$ cat src/verilog/cpu_settings.svh
//----------------------------------------------------------
// Bus widths and timing constants of the core.
// The I/O address is built as (A, n), so CPU_ADDR_W must
// be twice CPU_DATA_W. CPU_IO_WAITS must stay below 16.
//----------------------------------------------------------
`ifndef CPU_SETTINGS_SVH
`define CPU_SETTINGS_SVH

`define CPU_ADDR_W   16      // External address bus
`define CPU_DATA_W   8       // External data bus

// First opcode fetch after reset
`define CPU_RESET_PC 'h0000

`define CPU_IO_WAITS 1       // Automatic Tw in I/O cycles
`define CPU_RFSH_W   7       // Refresh counter, low address bits

`endif

$ cat src/verilog/cpuPkg.sv
//----------------------------------------------------------
// Types shared by the bus-cycle engine and its controller.
// Only the five opcodes listed here are decoded.
//----------------------------------------------------------
`include "cpu_settings.svh"

package cpuPkg;

  typedef logic [`CPU_ADDR_W-1:0] addrT;
  typedef logic [`CPU_DATA_W-1:0] dataT;

  // Kinds of machine cycle the sequencer can run
  typedef enum logic [1:0] {
    fetch,
    memRead,
    ioWrite
  } cycleKindT;

  typedef enum logic [2:0] {
    idle,
    t1,
    t2,
    tw,     // Wait state, requested or automatic
    t3,
    t4      // Fetch only
  } tStateT;

  typedef enum logic [2:0] {
    fetchOp,
    readLow,    // JP operand, low byte
    readHigh,
    readN,      // Immediate of LD A,n or port of OUT
    ioOut,
    halted
  } execStateT;

  //----------------------------------------------------------
  // Opcodes
  //----------------------------------------------------------
  localparam dataT opNop   = 8'h00;
  localparam dataT opLdAN  = 8'h3E;
  localparam dataT opJp    = 8'hC3;
  localparam dataT opOut   = 8'hD3;
  localparam dataT opHalt  = 8'h76;

endpackage

$ cat src/verilog/busCycleIf.sv
//----------------------------------------------------------
// Request and completion handshake between the instruction
// controller and the T-state sequencer. A request is taken
// at the edge ending an idle or done cycle with req high.
//----------------------------------------------------------
`timescale 1ns/1ps

interface busCycleIf;

  logic              req;      // Next machine cycle wanted
  cpuPkg::cycleKindT kind;
  cpuPkg::addrT      addr;
  cpuPkg::dataT      wrData;   // Only used by I/O writes

  // One-cycle pulse in the final T-state
  logic              done;
  cpuPkg::dataT      rdData;   // Valid with done

  modport ctrl (
    output req,
    output kind,
    output addr,
    output wrData,
    input  done,
    input  rdData
  );

  modport seq (
    input  req,
    input  kind,
    input  addr,
    input  wrData,
    output done,
    output rdData
  );

endinterface

$ cat src/verilog/busArbiter.sv
//----------------------------------------------------------
// Bus grant for an external master. busRqN is registered
// once; the grant is taken only at a machine-cycle boundary.
//----------------------------------------------------------
`timescale 1ns/1ps

module busArbiter (
  input  logic clk,
  input  logic reset_n,
  input  logic busRqN,
  input  logic cycleEnd,
  output logic hold,
  output logic busAkN
);

  logic busRqS;     // Registered request, active high
  logic holdQ;      // Bus currently granted

  always_ff @(posedge clk)
  begin
    if (!reset_n)
    begin
      busRqS <= 1'b0;
      holdQ  <= 1'b0;
    end
    else
    begin
      busRqS <= !busRqN;
      if (busRqS && cycleEnd)
        holdQ <= 1'b1;
      else if (!busRqS)
        holdQ <= 1'b0;  // Release one cycle after request drops
    end
  end

  // Sequencer must not start a cycle at the granting edge
  assign hold   = holdQ || (busRqS && cycleEnd);
  assign busAkN = !holdQ;

endmodule

$ cat src/verilog/busCycleSeq.sv
//----------------------------------------------------------
// T-state sequencer. One T-state per clock, all strobes
// registered. waitN is sampled in T2 and Tw only. While hold
// is high the bus is parked with addr and dataOut at zero.
//----------------------------------------------------------
`timescale 1ns/1ps
`include "cpu_settings.svh"

module busCycleSeq (
  input  logic          clk,
  input  logic          reset_n,
  busCycleIf.seq        bus,
  input  logic          hold,
  output logic          cycleEnd,
  input  logic          waitN,
  input  cpuPkg::dataT  dataIn,
  output cpuPkg::addrT  addr,
  output cpuPkg::dataT  dataOut,
  output logic          m1N,
  output logic          rfshN,
  output logic          rd,
  output logic          wr,
  output logic          iorq
);

  cpuPkg::tStateT    tState, nxtT;
  cpuPkg::cycleKindT kindQ, nxtKind;
  cpuPkg::addrT      addrQ, nxtAddr;
  cpuPkg::dataT      wrDataQ, nxtData;
  cpuPkg::dataT      opLatch;             // Opcode held from T2 to T4
  logic [3:0]        ioWaitCnt;
  logic [`CPU_RFSH_W-1:0] rfshCnt;
  logic              finalT, startNew, stretch;
  logic              earlyT, rfshT;

  // Last T-state of the current machine cycle
  assign finalT   = (tState == cpuPkg::t4) ||
                    (tState == cpuPkg::t3 && kindQ != cpuPkg::fetch);
  assign startNew = bus.req && !hold && (finalT || tState == cpuPkg::idle);
  assign stretch  = (ioWaitCnt != 4'd0) || !waitN;

  assign cycleEnd   = finalT || (tState == cpuPkg::idle);
  assign bus.done   = finalT;
  assign bus.rdData = (kindQ == cpuPkg::fetch) ? opLatch : dataIn;

  //----------------------------------------------------------
  // Next T-state
  //----------------------------------------------------------
  always_comb
  begin
    nxtKind = startNew ? bus.kind : kindQ;
    nxtAddr = startNew ? bus.addr : addrQ;
    nxtData = startNew ? bus.wrData : wrDataQ;
    case (tState)
      cpuPkg::t1:               nxtT = cpuPkg::t2;
      cpuPkg::t2, cpuPkg::tw:   nxtT = stretch ? cpuPkg::tw : cpuPkg::t3;
      cpuPkg::t3:
      begin
        if (kindQ == cpuPkg::fetch)
          nxtT = cpuPkg::t4;
        else
          nxtT = startNew ? cpuPkg::t1 : cpuPkg::idle;
      end
      default:                  nxtT = startNew ? cpuPkg::t1 : cpuPkg::idle;
    endcase
  end

  assign earlyT = nxtT inside {cpuPkg::t1, cpuPkg::t2, cpuPkg::tw};
  assign rfshT  = (nxtKind == cpuPkg::fetch) && (nxtT inside {cpuPkg::t3, cpuPkg::t4});

  always_ff @(posedge clk)
  begin
    if (!reset_n)
    begin
      tState    <= cpuPkg::idle;
      kindQ     <= cpuPkg::fetch;
      ioWaitCnt <= 4'd0;
      rfshCnt   <= '0;
      m1N       <= 1'b1;
      rfshN     <= 1'b1;
      rd        <= 1'b0;
      wr        <= 1'b0;
      iorq      <= 1'b0;
      addr      <= '0;
      dataOut   <= '0;
    end
    else
    begin
      tState <= nxtT;
      kindQ  <= nxtKind;
      if (startNew)
        ioWaitCnt <= (bus.kind == cpuPkg::ioWrite) ? 4'(`CPU_IO_WAITS) : 4'd0;
      else if ((tState == cpuPkg::t2 || tState == cpuPkg::tw) && ioWaitCnt != 4'd0)
        ioWaitCnt <= ioWaitCnt - 4'd1;
      if (tState == cpuPkg::t4)
        rfshCnt <= rfshCnt + 1'b1;      // Advance after each refresh

      m1N   <= !(earlyT && nxtKind == cpuPkg::fetch);
      rd    <= earlyT && nxtKind != cpuPkg::ioWrite;
      rfshN <= !rfshT;
      wr    <= (nxtKind == cpuPkg::ioWrite) && (nxtT inside {cpuPkg::t2, cpuPkg::tw, cpuPkg::t3});
      iorq  <= (nxtKind == cpuPkg::ioWrite) && (nxtT inside {cpuPkg::t2, cpuPkg::tw, cpuPkg::t3});

      // Address mux, refresh address in fetch T3/T4
      if (nxtT == cpuPkg::idle)
        addr <= '0;
      else if (rfshT)
        addr <= {{(`CPU_ADDR_W-`CPU_RFSH_W){1'b0}}, rfshCnt};
      else
        addr <= nxtAddr;
      dataOut <= (nxtKind == cpuPkg::ioWrite && nxtT != cpuPkg::idle) ? nxtData : '0;
    end
  end

  // Request payload and fetched opcode
  always_ff @(posedge clk)
  begin
    addrQ   <= nxtAddr;
    wrDataQ <= nxtData;
    if ((tState == cpuPkg::t2 || tState == cpuPkg::tw) && !stretch && kindQ == cpuPkg::fetch)
      opLatch <= dataIn;
  end

endmodule

$ cat src/verilog/cpuTop.sv
//----------------------------------------------------------
// Core top level. Outputs are never tri-stated; during a
// bus grant addr and dataOut are driven to zero.
//----------------------------------------------------------
`timescale 1ns/1ps
`include "cpu_settings.svh"

module cpuTop (
  input  logic                   clk,
  input  logic                   reset_n,
  input  logic                   waitN,
  input  logic                   busRqN,
  input  logic [`CPU_DATA_W-1:0] dataIn,
  output logic [`CPU_ADDR_W-1:0] addr,
  output logic [`CPU_DATA_W-1:0] dataOut,
  output logic                   m1N,
  output logic                   rfshN,
  output logic                   rd,
  output logic                   wr,
  output logic                   iorq,
  output logic                   haltN,
  output logic                   busAkN
);

  logic hold;
  logic cycleEnd;

  busCycleIf cycBus ();

  instrCtrl instrCtrl_i (
    .clk     (clk),
    .reset_n (reset_n),
    .bus     (cycBus.ctrl),
    .haltN   (haltN)
  );

  busCycleSeq busCycleSeq_i (
    .clk      (clk),
    .reset_n  (reset_n),
    .bus      (cycBus.seq),
    .hold     (hold),
    .cycleEnd (cycleEnd),
    .waitN    (waitN),
    .dataIn   (dataIn),
    .addr     (addr),
    .dataOut  (dataOut),
    .m1N      (m1N),
    .rfshN    (rfshN),
    .rd       (rd),
    .wr       (wr),
    .iorq     (iorq)
  );

  busArbiter busArbiter_i (
    .clk      (clk),
    .reset_n  (reset_n),
    .busRqN   (busRqN),
    .cycleEnd (cycleEnd),
    .hold     (hold),
    .busAkN   (busAkN)
  );

endmodule

$ cat src/verilog/instrCtrl.sv
//----------------------------------------------------------
// Instruction controller. Decodes NOP, LD A,n, JP nn,
// OUT (n),A and HALT; anything else runs as NOP. HALT is
// left only through reset. The request always names the
// cycle that follows, so cycles run back to back.
//----------------------------------------------------------
`timescale 1ns/1ps
`include "cpu_settings.svh"

module instrCtrl (
  input  logic    clk,
  input  logic    reset_n,
  busCycleIf.ctrl bus,
  output logic    haltN
);

  cpuPkg::execStateT state, nxtState;
  cpuPkg::addrT      pc, nxtPc;
  cpuPkg::dataT      ir, nxtIr;
  cpuPkg::dataT      acc, nxtAcc;
  cpuPkg::dataT      opLow, nxtOpLow;     // Operand byte

  //----------------------------------------------------------
  // Execution step, advances only on done
  //----------------------------------------------------------
  always_comb
  begin
    nxtState = state;
    nxtPc    = pc;
    nxtIr    = ir;
    nxtAcc   = acc;
    nxtOpLow = opLow;
    if (bus.done)
    begin
      case (state)
        cpuPkg::fetchOp:
        begin
          nxtIr = bus.rdData;
          nxtPc = pc + 1'b1;
          case (bus.rdData)
            cpuPkg::opNop:  nxtState = cpuPkg::fetchOp;
            cpuPkg::opLdAN: nxtState = cpuPkg::readN;
            cpuPkg::opOut:  nxtState = cpuPkg::readN;
            cpuPkg::opJp:   nxtState = cpuPkg::readLow;
            cpuPkg::opHalt: nxtState = cpuPkg::halted;
            default:        nxtState = cpuPkg::fetchOp;   // Unsupported
          endcase
        end
        cpuPkg::readN:
        begin
          nxtPc = pc + 1'b1;
          if (ir == cpuPkg::opOut)
          begin
            nxtOpLow = bus.rdData;              // Port number
            nxtState = cpuPkg::ioOut;
          end
          else
          begin
            nxtAcc   = bus.rdData;
            nxtState = cpuPkg::fetchOp;
          end
        end
        cpuPkg::readLow:
        begin
          nxtOpLow = bus.rdData;
          nxtPc    = pc + 1'b1;
          nxtState = cpuPkg::readHigh;
        end
        cpuPkg::readHigh:
        begin
          nxtPc    = {bus.rdData, opLow};       // Jump target
          nxtState = cpuPkg::fetchOp;
        end
        cpuPkg::ioOut:   nxtState = cpuPkg::fetchOp;
        default:         nxtState = cpuPkg::halted;  // Refetch, PC frozen
      endcase
    end
  end

  // Core always has another cycle to run
  assign bus.req    = 1'b1;
  assign bus.wrData = nxtAcc;

  always_comb
  begin
    bus.kind = cpuPkg::memRead;
    bus.addr = nxtPc;
    case (nxtState)
      cpuPkg::fetchOp, cpuPkg::halted: bus.kind = cpuPkg::fetch;
      cpuPkg::ioOut:
      begin
        bus.kind = cpuPkg::ioWrite;
        bus.addr = {nxtAcc, nxtOpLow};          // A on the upper byte
      end
      default: ;
    endcase
  end

  always_ff @(posedge clk)
  begin
    if (!reset_n)
    begin
      state <= cpuPkg::fetchOp;
      pc    <= cpuPkg::addrT'(`CPU_RESET_PC);
      haltN <= 1'b1;
    end
    else
    begin
      state <= nxtState;
      pc    <= nxtPc;
      haltN <= (nxtState != cpuPkg::halted);  // Falls at end of HALT fetch
    end
  end

  always_ff @(posedge clk)
  begin
    ir    <= nxtIr;
    acc   <= nxtAcc;
    opLow <= nxtOpLow;
  end

endmodule
$ cat config.mk
export PLATFORM = sky130hd
export DESIGN_NAME = cpuTop
export DESIGN_NICKNAME = d
export VERILOG_FILES = /design/src/verilog/cpuPkg.sv /design/src/verilog/busCycleIf.sv /design/src/verilog/busArbiter.sv /design/src/verilog/busCycleSeq.sv /design/src/verilog/cpuTop.sv /design/src/verilog/instrCtrl.sv
export VERILOG_INCLUDE_DIRS = /design/src /design/src/verilog
export SDC_FILE = /design/constraint.sdc
export NUM_CORES = 1
export LEC_CHECK = 0
export ABC_AREA = 1
export BUFFER_PORTS_ARGS = -buffer_cell sky130_fd_sc_hd__clkbuf_2
export CELL_PAD_IN_SITES_DETAIL_PLACEMENT = 1
export CELL_PAD_IN_SITES_GLOBAL_PLACEMENT = 1
export CORE_MARGIN = 5
export CORE_UTILIZATION = 39
export DETAILED_ROUTE_END_ITERATION = 6
export GPL_TIMING_DRIVEN = 0
export PLACE_DENSITY_LB_ADDON = 0.1
export SLEW_MARGIN = 15
export SYNTH_ARGS = -nofsm -noshare
export SYNTH_HDL_FRONTEND = slang
export SYNTH_SLANG_ARGS = --single-unit
$ cat constraint.sdc
create_clock -name clk -period 1.95 [get_ports clk]
set_input_delay 0.2925 -clock clk [delete_from_list [all_inputs] [get_ports clk]]
set_output_delay 0.2925 -clock clk [all_outputs]
set_load 0.05 [all_outputs]
=== Yosys cells after proc, flatten, opt, wreduce, memory -nomap -nowiden ===
Cells that the tools add are included.

* Multiply operators: 0
* Reduce and logical (&&, ||, !) cells: 45
* Mux-type cells: 28
* Equal/unequal tests: 26
* Order comparisons: 0
* Shifts and indexed selects: 0
* Div/mod/pow operators: 0
* Add/subtract/negate cells: 3
* Bitwise gates (word level): 1

{| class="wikitable"
|+ Operator list
! cell !! number
|-
| $mux 8 || 7
|-
| $mux 16 || 3
|-
| $pmux 16 s2 || 1
|-
| $eq 8x8->1 const B || 3
|-
| $eq 3x3->1 const B || 7
|-
| $eq 3x2->1 const B || 6
|-
| $pmux 3 s3 || 2
|-
| $add 16x1->16 const B || 1
|-
| $pmux 8 s2 || 1
|-
| $logic_not 3->1 || 4
|-
| $mux 3 || 4
|-
| $pmux 3 s4 || 1
|-
| $logic_and 1x1->1 || 11
|-
| $reduce_or 2->1 || 5
|-
| $eq 3x1->1 const B || 3
|-
| $reduce_bool 3->1 || 3
|-
| $eq 8x6->1 const B || 1
|-
| $eq 8x7->1 const B || 1
|-
| $mux 4 || 2
|-
| $add 7x1->7 const B || 1
|-
| $logic_not 1->1 || 7
|-
| $mux 7 || 1
|-
| $reduce_bool 2->1 || 3
|-
| $reduce_or 3->1 || 2
|-
| 12 further kinds || 23
|}

* ROM bits: 0
* Bits in writable memories: 0
* Logic and storage cells: 125
* Latch bits: 0
* Memories kept: 0
* Output and inout bits: 31
* Register bits after elaboration: 122

=== Depth between registers and ports, before layout ===
* Depth after elaboration: 15
* Mapped depth: 21

=== Modules after synthesis ===
From an unflattened synthesis, not the netlist that was laid out.

* Cells, all modules: 757
* Area total of the unflattened synthesis: 5691.7 µm²

{| class="wikitable"
|+ By module, submodules not included
! module !! times used !! area an instance (µm²) !! cells an instance
|-
| busCycleSeq || 1 || 3072.9 || 354
|-
| instrCtrl || 1 || 2548.7 || 393
|-
| busArbiter || 1 || 70.1 || 10
|}

=== Least setup slack after synthesis ===
OpenSTA, ideal clock, no wires.

* Path kind: reg2reg
* Start point: register busCycleSeq_i.kindQ[0]
* End point: register busCycleSeq_i.addr[3]
* Data arrival time: 1.971 ns
* Path slack: -0.134 ns
* Stages on the path, launching flop included: 19
* Period minus slack after synthesis: 2.084 ns
* Required time: 1.837 ns
* Cells stage by stage: dfxtp_1 > nor2_4 > buf_6 > nand2_2 > nand2_2 > nand2_1 > nor2_2 > inv_1 > nor2_1 > nor2_1 > nand2_1 > nand2_2 > nand4_4 > nand2_4 > nor2_4 > nand2_4 > buf_6 > nor2_1 > nor2_1

* Longest elaborated chain between the ends: 15
* Elaborated cells on any way between the ends: 41
* Those cells by class: eq/ne: 8; mux: 16; reduce/logical: 17

{| class="wikitable"
|+ Ends and longest elaborated chain
! item !! line !! text
|-
| start: declaration || busCycleSeq.sv:27 || <nowiki>cpuPkg::cycleKindT kindQ, nxtKind;</nowiki>
|-
| start signal: assignment || busCycleSeq.sv:76 || <nowiki>kindQ <= cpuPkg::fetch;</nowiki>
|-
| start signal: assignment || busCycleSeq.sv:90 || <nowiki>kindQ <= nxtKind;</nowiki>
|-
| parallel branches: the longest is 15 deep, another holds $mux 8 || -- ||
|-
| end signal: assignment || busCycleSeq.sv:108 || <nowiki>addr <= {{(`CPU_ADDR_W-`CPU_RFSH_W){1'b0}}, rfshCnt};</nowiki>
|-
| end signal: assignment || busCycleSeq.sv:110 || <nowiki>addr <= nxtAddr;</nowiki>
|-
| end: declaration || busCycleSeq.sv:17 || <nowiki>output cpuPkg::addrT addr,</nowiki>
|}

Several ways; the timed one is not identified.
A chain may end at the register's enable or synchronous reset.

=== Final worst setup path ===
* Start point: register busCycleSeq_i.kindQ[1]
* End point: register busCycleSeq_i.addr[7]

* Elaborated cells on any way between the ends: 40
* Those cells by class: eq/ne: 8; mux: 15; reduce/logical: 17

{| class="wikitable"
|+ RTL lines
! item !! line !! text
|-
| $logic_not 2->1 * || busCycleSeq.sv:44 || <nowiki>assign bus.rdData = (kindQ == cpuPkg::fetch) ? opLatch : dataIn;</nowiki>
|-
| $mux 8 * || busCycleSeq.sv:44 ||
|-
| net busCycleSeq_i.bus.rdData[3] || busCycleIf.sv:34 || <nowiki>output rdData</nowiki>
|-
| $eq 8x6->1 / $eq 8x8->1 (equally long branches) || instrCtrl.sv:40 || <nowiki>case (bus.rdData)</nowiki>
|-
| $reduce_or 2->1 (no line) || -- ||
|-
| $pmux 3 s3 * || instrCtrl.sv:40 ||
|-
| $pmux 3 s4 * || instrCtrl.sv:35 || <nowiki>case (state)</nowiki>
|-
| $mux 3 * || instrCtrl.sv:33 || <nowiki>if (bus.done)</nowiki>
|-
| $eq 3x3->1 / $logic_not 3->1 (equally long branches) || instrCtrl.sv:88 || <nowiki>case (nxtState)</nowiki>
|-
| $reduce_or 2->1 || instrCtrl.sv:88 ||
|-
| $pmux 2 s2 || instrCtrl.sv:88 ||
|-
| $mux 2 || busCycleSeq.sv:51 || <nowiki>nxtKind = startNew ? bus.kind : kindQ;</nowiki>
|-
| $logic_not 2->1 || busCycleSeq.sv:69 || <nowiki>assign rfshT = (nxtKind == cpuPkg::fetch) && (nxtT inside {cpuPkg::t3, cpuPkg::t4});</nowiki>
|-
| $logic_and 1x1->1 || busCycleSeq.sv:69 ||
|-
| $reduce_or 3->1 (no line) || -- ||
|}

Mark *: on every way through the listed nets, which the timed path passes. The rest lies on a longest branch.

==> metrics.txt <==
main area contributors after synthesis dfxtp_1 (40%), nand2_1 (14%), edfxtp_1 (9.0%); largest fanout on the critical path 10; DR vias approximately 5300; layout cells sized above 1 between 40% and 50%; Synth Area in XOR/XNOR 0.164%; Clk Latency, worst-skew pair 0.43 ns; Hold Buf Count CTS 0; Max Clock Skew 0.0110 ns; DRT antenna net count 0; worst path required time roughly 2.3 ns; Seq/Total Area, Yosys 48.9%; Post-synth EDFFs 16; GP Congestion 0.833; count leader, synth nand2_1; combinational fraction of design power 20.6%; worst setup margin -0.575 ns; cell taking the most area after synthesis dfxtp_1; minimum clock period 2.53 ns; number of core rows 42; Final Setup Violations 54; Starting Density 40.1%; register share of total power 38.1%; global-route wire length before repair around 27000 um; Root Driver clkbuf_16; achievable frequency 0.396 GHz; Die H 127 um; clock sink count 122; post-synthesis cell area 5330 um2; I/O pin count 43; DPL Wire Length 11100 um; CTS H-tree lvls 4; Final Hold Viols 0; syn_nets 734; RSZ-0062 raised after global routing yes; Sw Share 32.2%; initial antenna violation count 0; Synth warnings 0; total global routing overflow 0; Period Utilization, post-route 130%; Util after Layout 58.9%; largest family of logic cells by synthesized area simple AND/OR/NAND/NOR gates; maximum VDD drop 0.000674 V; Placed Cells 936; Final Slew Violations 0; Num CTS Buffers 17; initial drt markers 271; Leak approximately 3.6 nW; vias in the first global route about 5400; Routed WL per cell 19.2 um; crit path capture type flop; CTS tree built; Worst Max-Slew Pin Slew ~0.84 ns; HP Class in -> reg; post-synth top area share 39.8%; P_sw roughly 0.0023 W; I/O Buffers between 40 and 50; NumNets Final 860; kind of critical path reg -> reg; Clock Power Share 41.3%; Total GRT Usage 21.6%; synthesized area per cell 7.41 um2; Placement Setup Slack -1.06 ns; final WL 19900 um; clock transition at the registers of the reported paths 0.06 ns; Slew headroom ~44%; Max Cap Viol 0; Top FF cell, synth dfxtp_1; Syn Inst Count 719; DRT Pass-1 Iters 4; hold_ws 0.0417 ns; Final Non-Filler Cells approximately 1000; Die Wd 127 um; internal power between 0.004 and 0.005 W; commonest cells in the netlist nand2_1 (197), dfxtp_1 (106), nor2_1 (98); simple-gate area share of the yosys netlist 30.9%; Setup TNS -22.23 ns; DIE AREA between 15000 and 20000 um2; Vias/cell 5.11; Compound-Gate Fraction of Synth Area 10.4%; status finished, violations left; power density over cell area 919 nW/um2; startpoint class of the critical path flop; Unique masters post-synth 40; failing checks negative setup slack; Ant. Diodes 0; post-synthesis mux area share 0%; Post-Synth Adder-Cell Area 0.705%; asr flop ratio synth 0%; FF+latch count, synth between 100 and 150; core box area 13300 um2; DRC viols 0; Layout area overhead 47.1%; largest net degree at the start of global routing 17; Clock Path Buffers 2; Crit path arrival time 2.84 ns
-- power groups by stage --
stage | Clock (W) | Sequential (W) | Combinational, W
after global routing | 0.00315 | 0.00276 | 0.00158
after global placement | 0 | 0.00279 | 0.000841
after floorplan | 0 | 0.00288 | 0.000525
after CTS | 0.00299 | 0.00275 | 0.00128
final | 0.00297 | 0.00275 | 0.00148
after detailed placement | 0 | 0.00279 | 0.000864
-- layout by cell type (no fill, tap or decap), drive strengths merged --
cell type	synthesis	final
a21oi	29	29
ha	3	3
nor2	107	107
buf	9	73
clkinv	1	6
a32o	1	1
clkbuf	8	66
nand4	8	8
a31oi	3	3
inv	101	108
o22ai	4	4
nor3b	1	1
a22oi	5	5
or2	2	2
clkinvlp	0	3
xor2	1	1
o21a	2	2
nand3	26	26
nand2	223	225
o211ai	3	3
dfxtp	106	106
nor2b	1	1
a22o	2	2
a21o	1	1
nor3	10	10
o21ai	46	46
edfxtp	16	16
-- final timing paths --
path	from	to	slack (ns)	cells after the start
max	busCycleSeq_i.kindQ[1]	busCycleSeq_i.addr[7]	-0.58	20
min reg2reg	busCycleSeq_i.wrDataQ[4]	busCycleSeq_i.wrDataQ[4]	0.47	2
min	busRqN	busArbiter_i.busRqS	0.04	2
max reg2reg	busCycleSeq_i.kindQ[1]	busCycleSeq_i.addr[7]	-0.58	20
-- critical path, cell delays in order, from the launching register on --
cell	delay, ns
dfxtp_4	0.37
inv_2	0.07
nand2_4	0.07
buf_8	0.15
nand2_1	0.09
nand2_1	0.11
nand2_2	0.09
nor2_1	0.04
nand2_1	0.06
nand2_1	0.07
nand2_2	0.09
nand2_2	0.08
a21oi_4	0.31
o21ai_2	0.10
nand2_2	0.11
nand2_4	0.07
nor2_4	0.12
nand2_4	0.10
buf_12	0.16
nand2_8	0.11
a21oi_2	0.05
-- area by class of cell --
class	count	area, um2
timing repair buffer	105	825
sequential	122	2630
tap	176	220
buffer	17	150
multi-input combinational	480	3050
fill	1577	5460
clock buffer	17	425
inverter	102	405
clock inverter	15	133
-- repair_timing --
item,in CTS,in global routing
pin swaps,22,44
setup endpoints to repair,98,84
endpoints found under the hold margin,0,0
buffers inserted,38,25
gates cloned,3,1
resized for setup,125,158
-- logic make-up (layout without fill, tap and decap cells) --
logic type      after synthesis  count (layout)
compound gates               96              96
simple gates                378             380
buf+inv                     119             256
fa+ha+maj                     3               3
xor+xnor                      1               1
flops                       122             122
-- flip-flops by register name, indices dropped and copies added, names as in the netlist, 2 cells and up --
signal,count
busCycleSeq_i.addr,16
busCycleSeq_i.addrQ,16
busCycleSeq_i.dataOut,8
busCycleSeq_i.ioWaitCnt,4
busCycleSeq_i.kindQ,2
busCycleSeq_i.opLatch,8
busCycleSeq_i.rfshCnt,7
busCycleSeq_i.tState,3
busCycleSeq_i.wrDataQ,8
instrCtrl_i.acc,8
instrCtrl_i.ir,8
instrCtrl_i.opLow,8
instrCtrl_i.pc,16
instrCtrl_i.state,3
-- through the flow --
stage	power (W)	instance area (um2)
floorplan	0.00340	5340
global placement	0.00363	5760
detailed placement	0.00366	5760
CTS	0.00702	7120
global route	0.00749	7830
finish	0.00720	7830
-- metal layers --
| layer | wire length, um | vias up | GRT usage (%) |
|---|---|---|---|
| li1 | - | 2517 | - |
| met1 | 8430 | 2576 | 27.3 |
| met2 | 9810 | 120 | 37.1 |
| met3 | 723 | 67 | 3.87 |
| met4 | 913 | 0 | 7.89 |
| met5 | 0 | - | 0 |
Power figures use the tool's default switching activity.
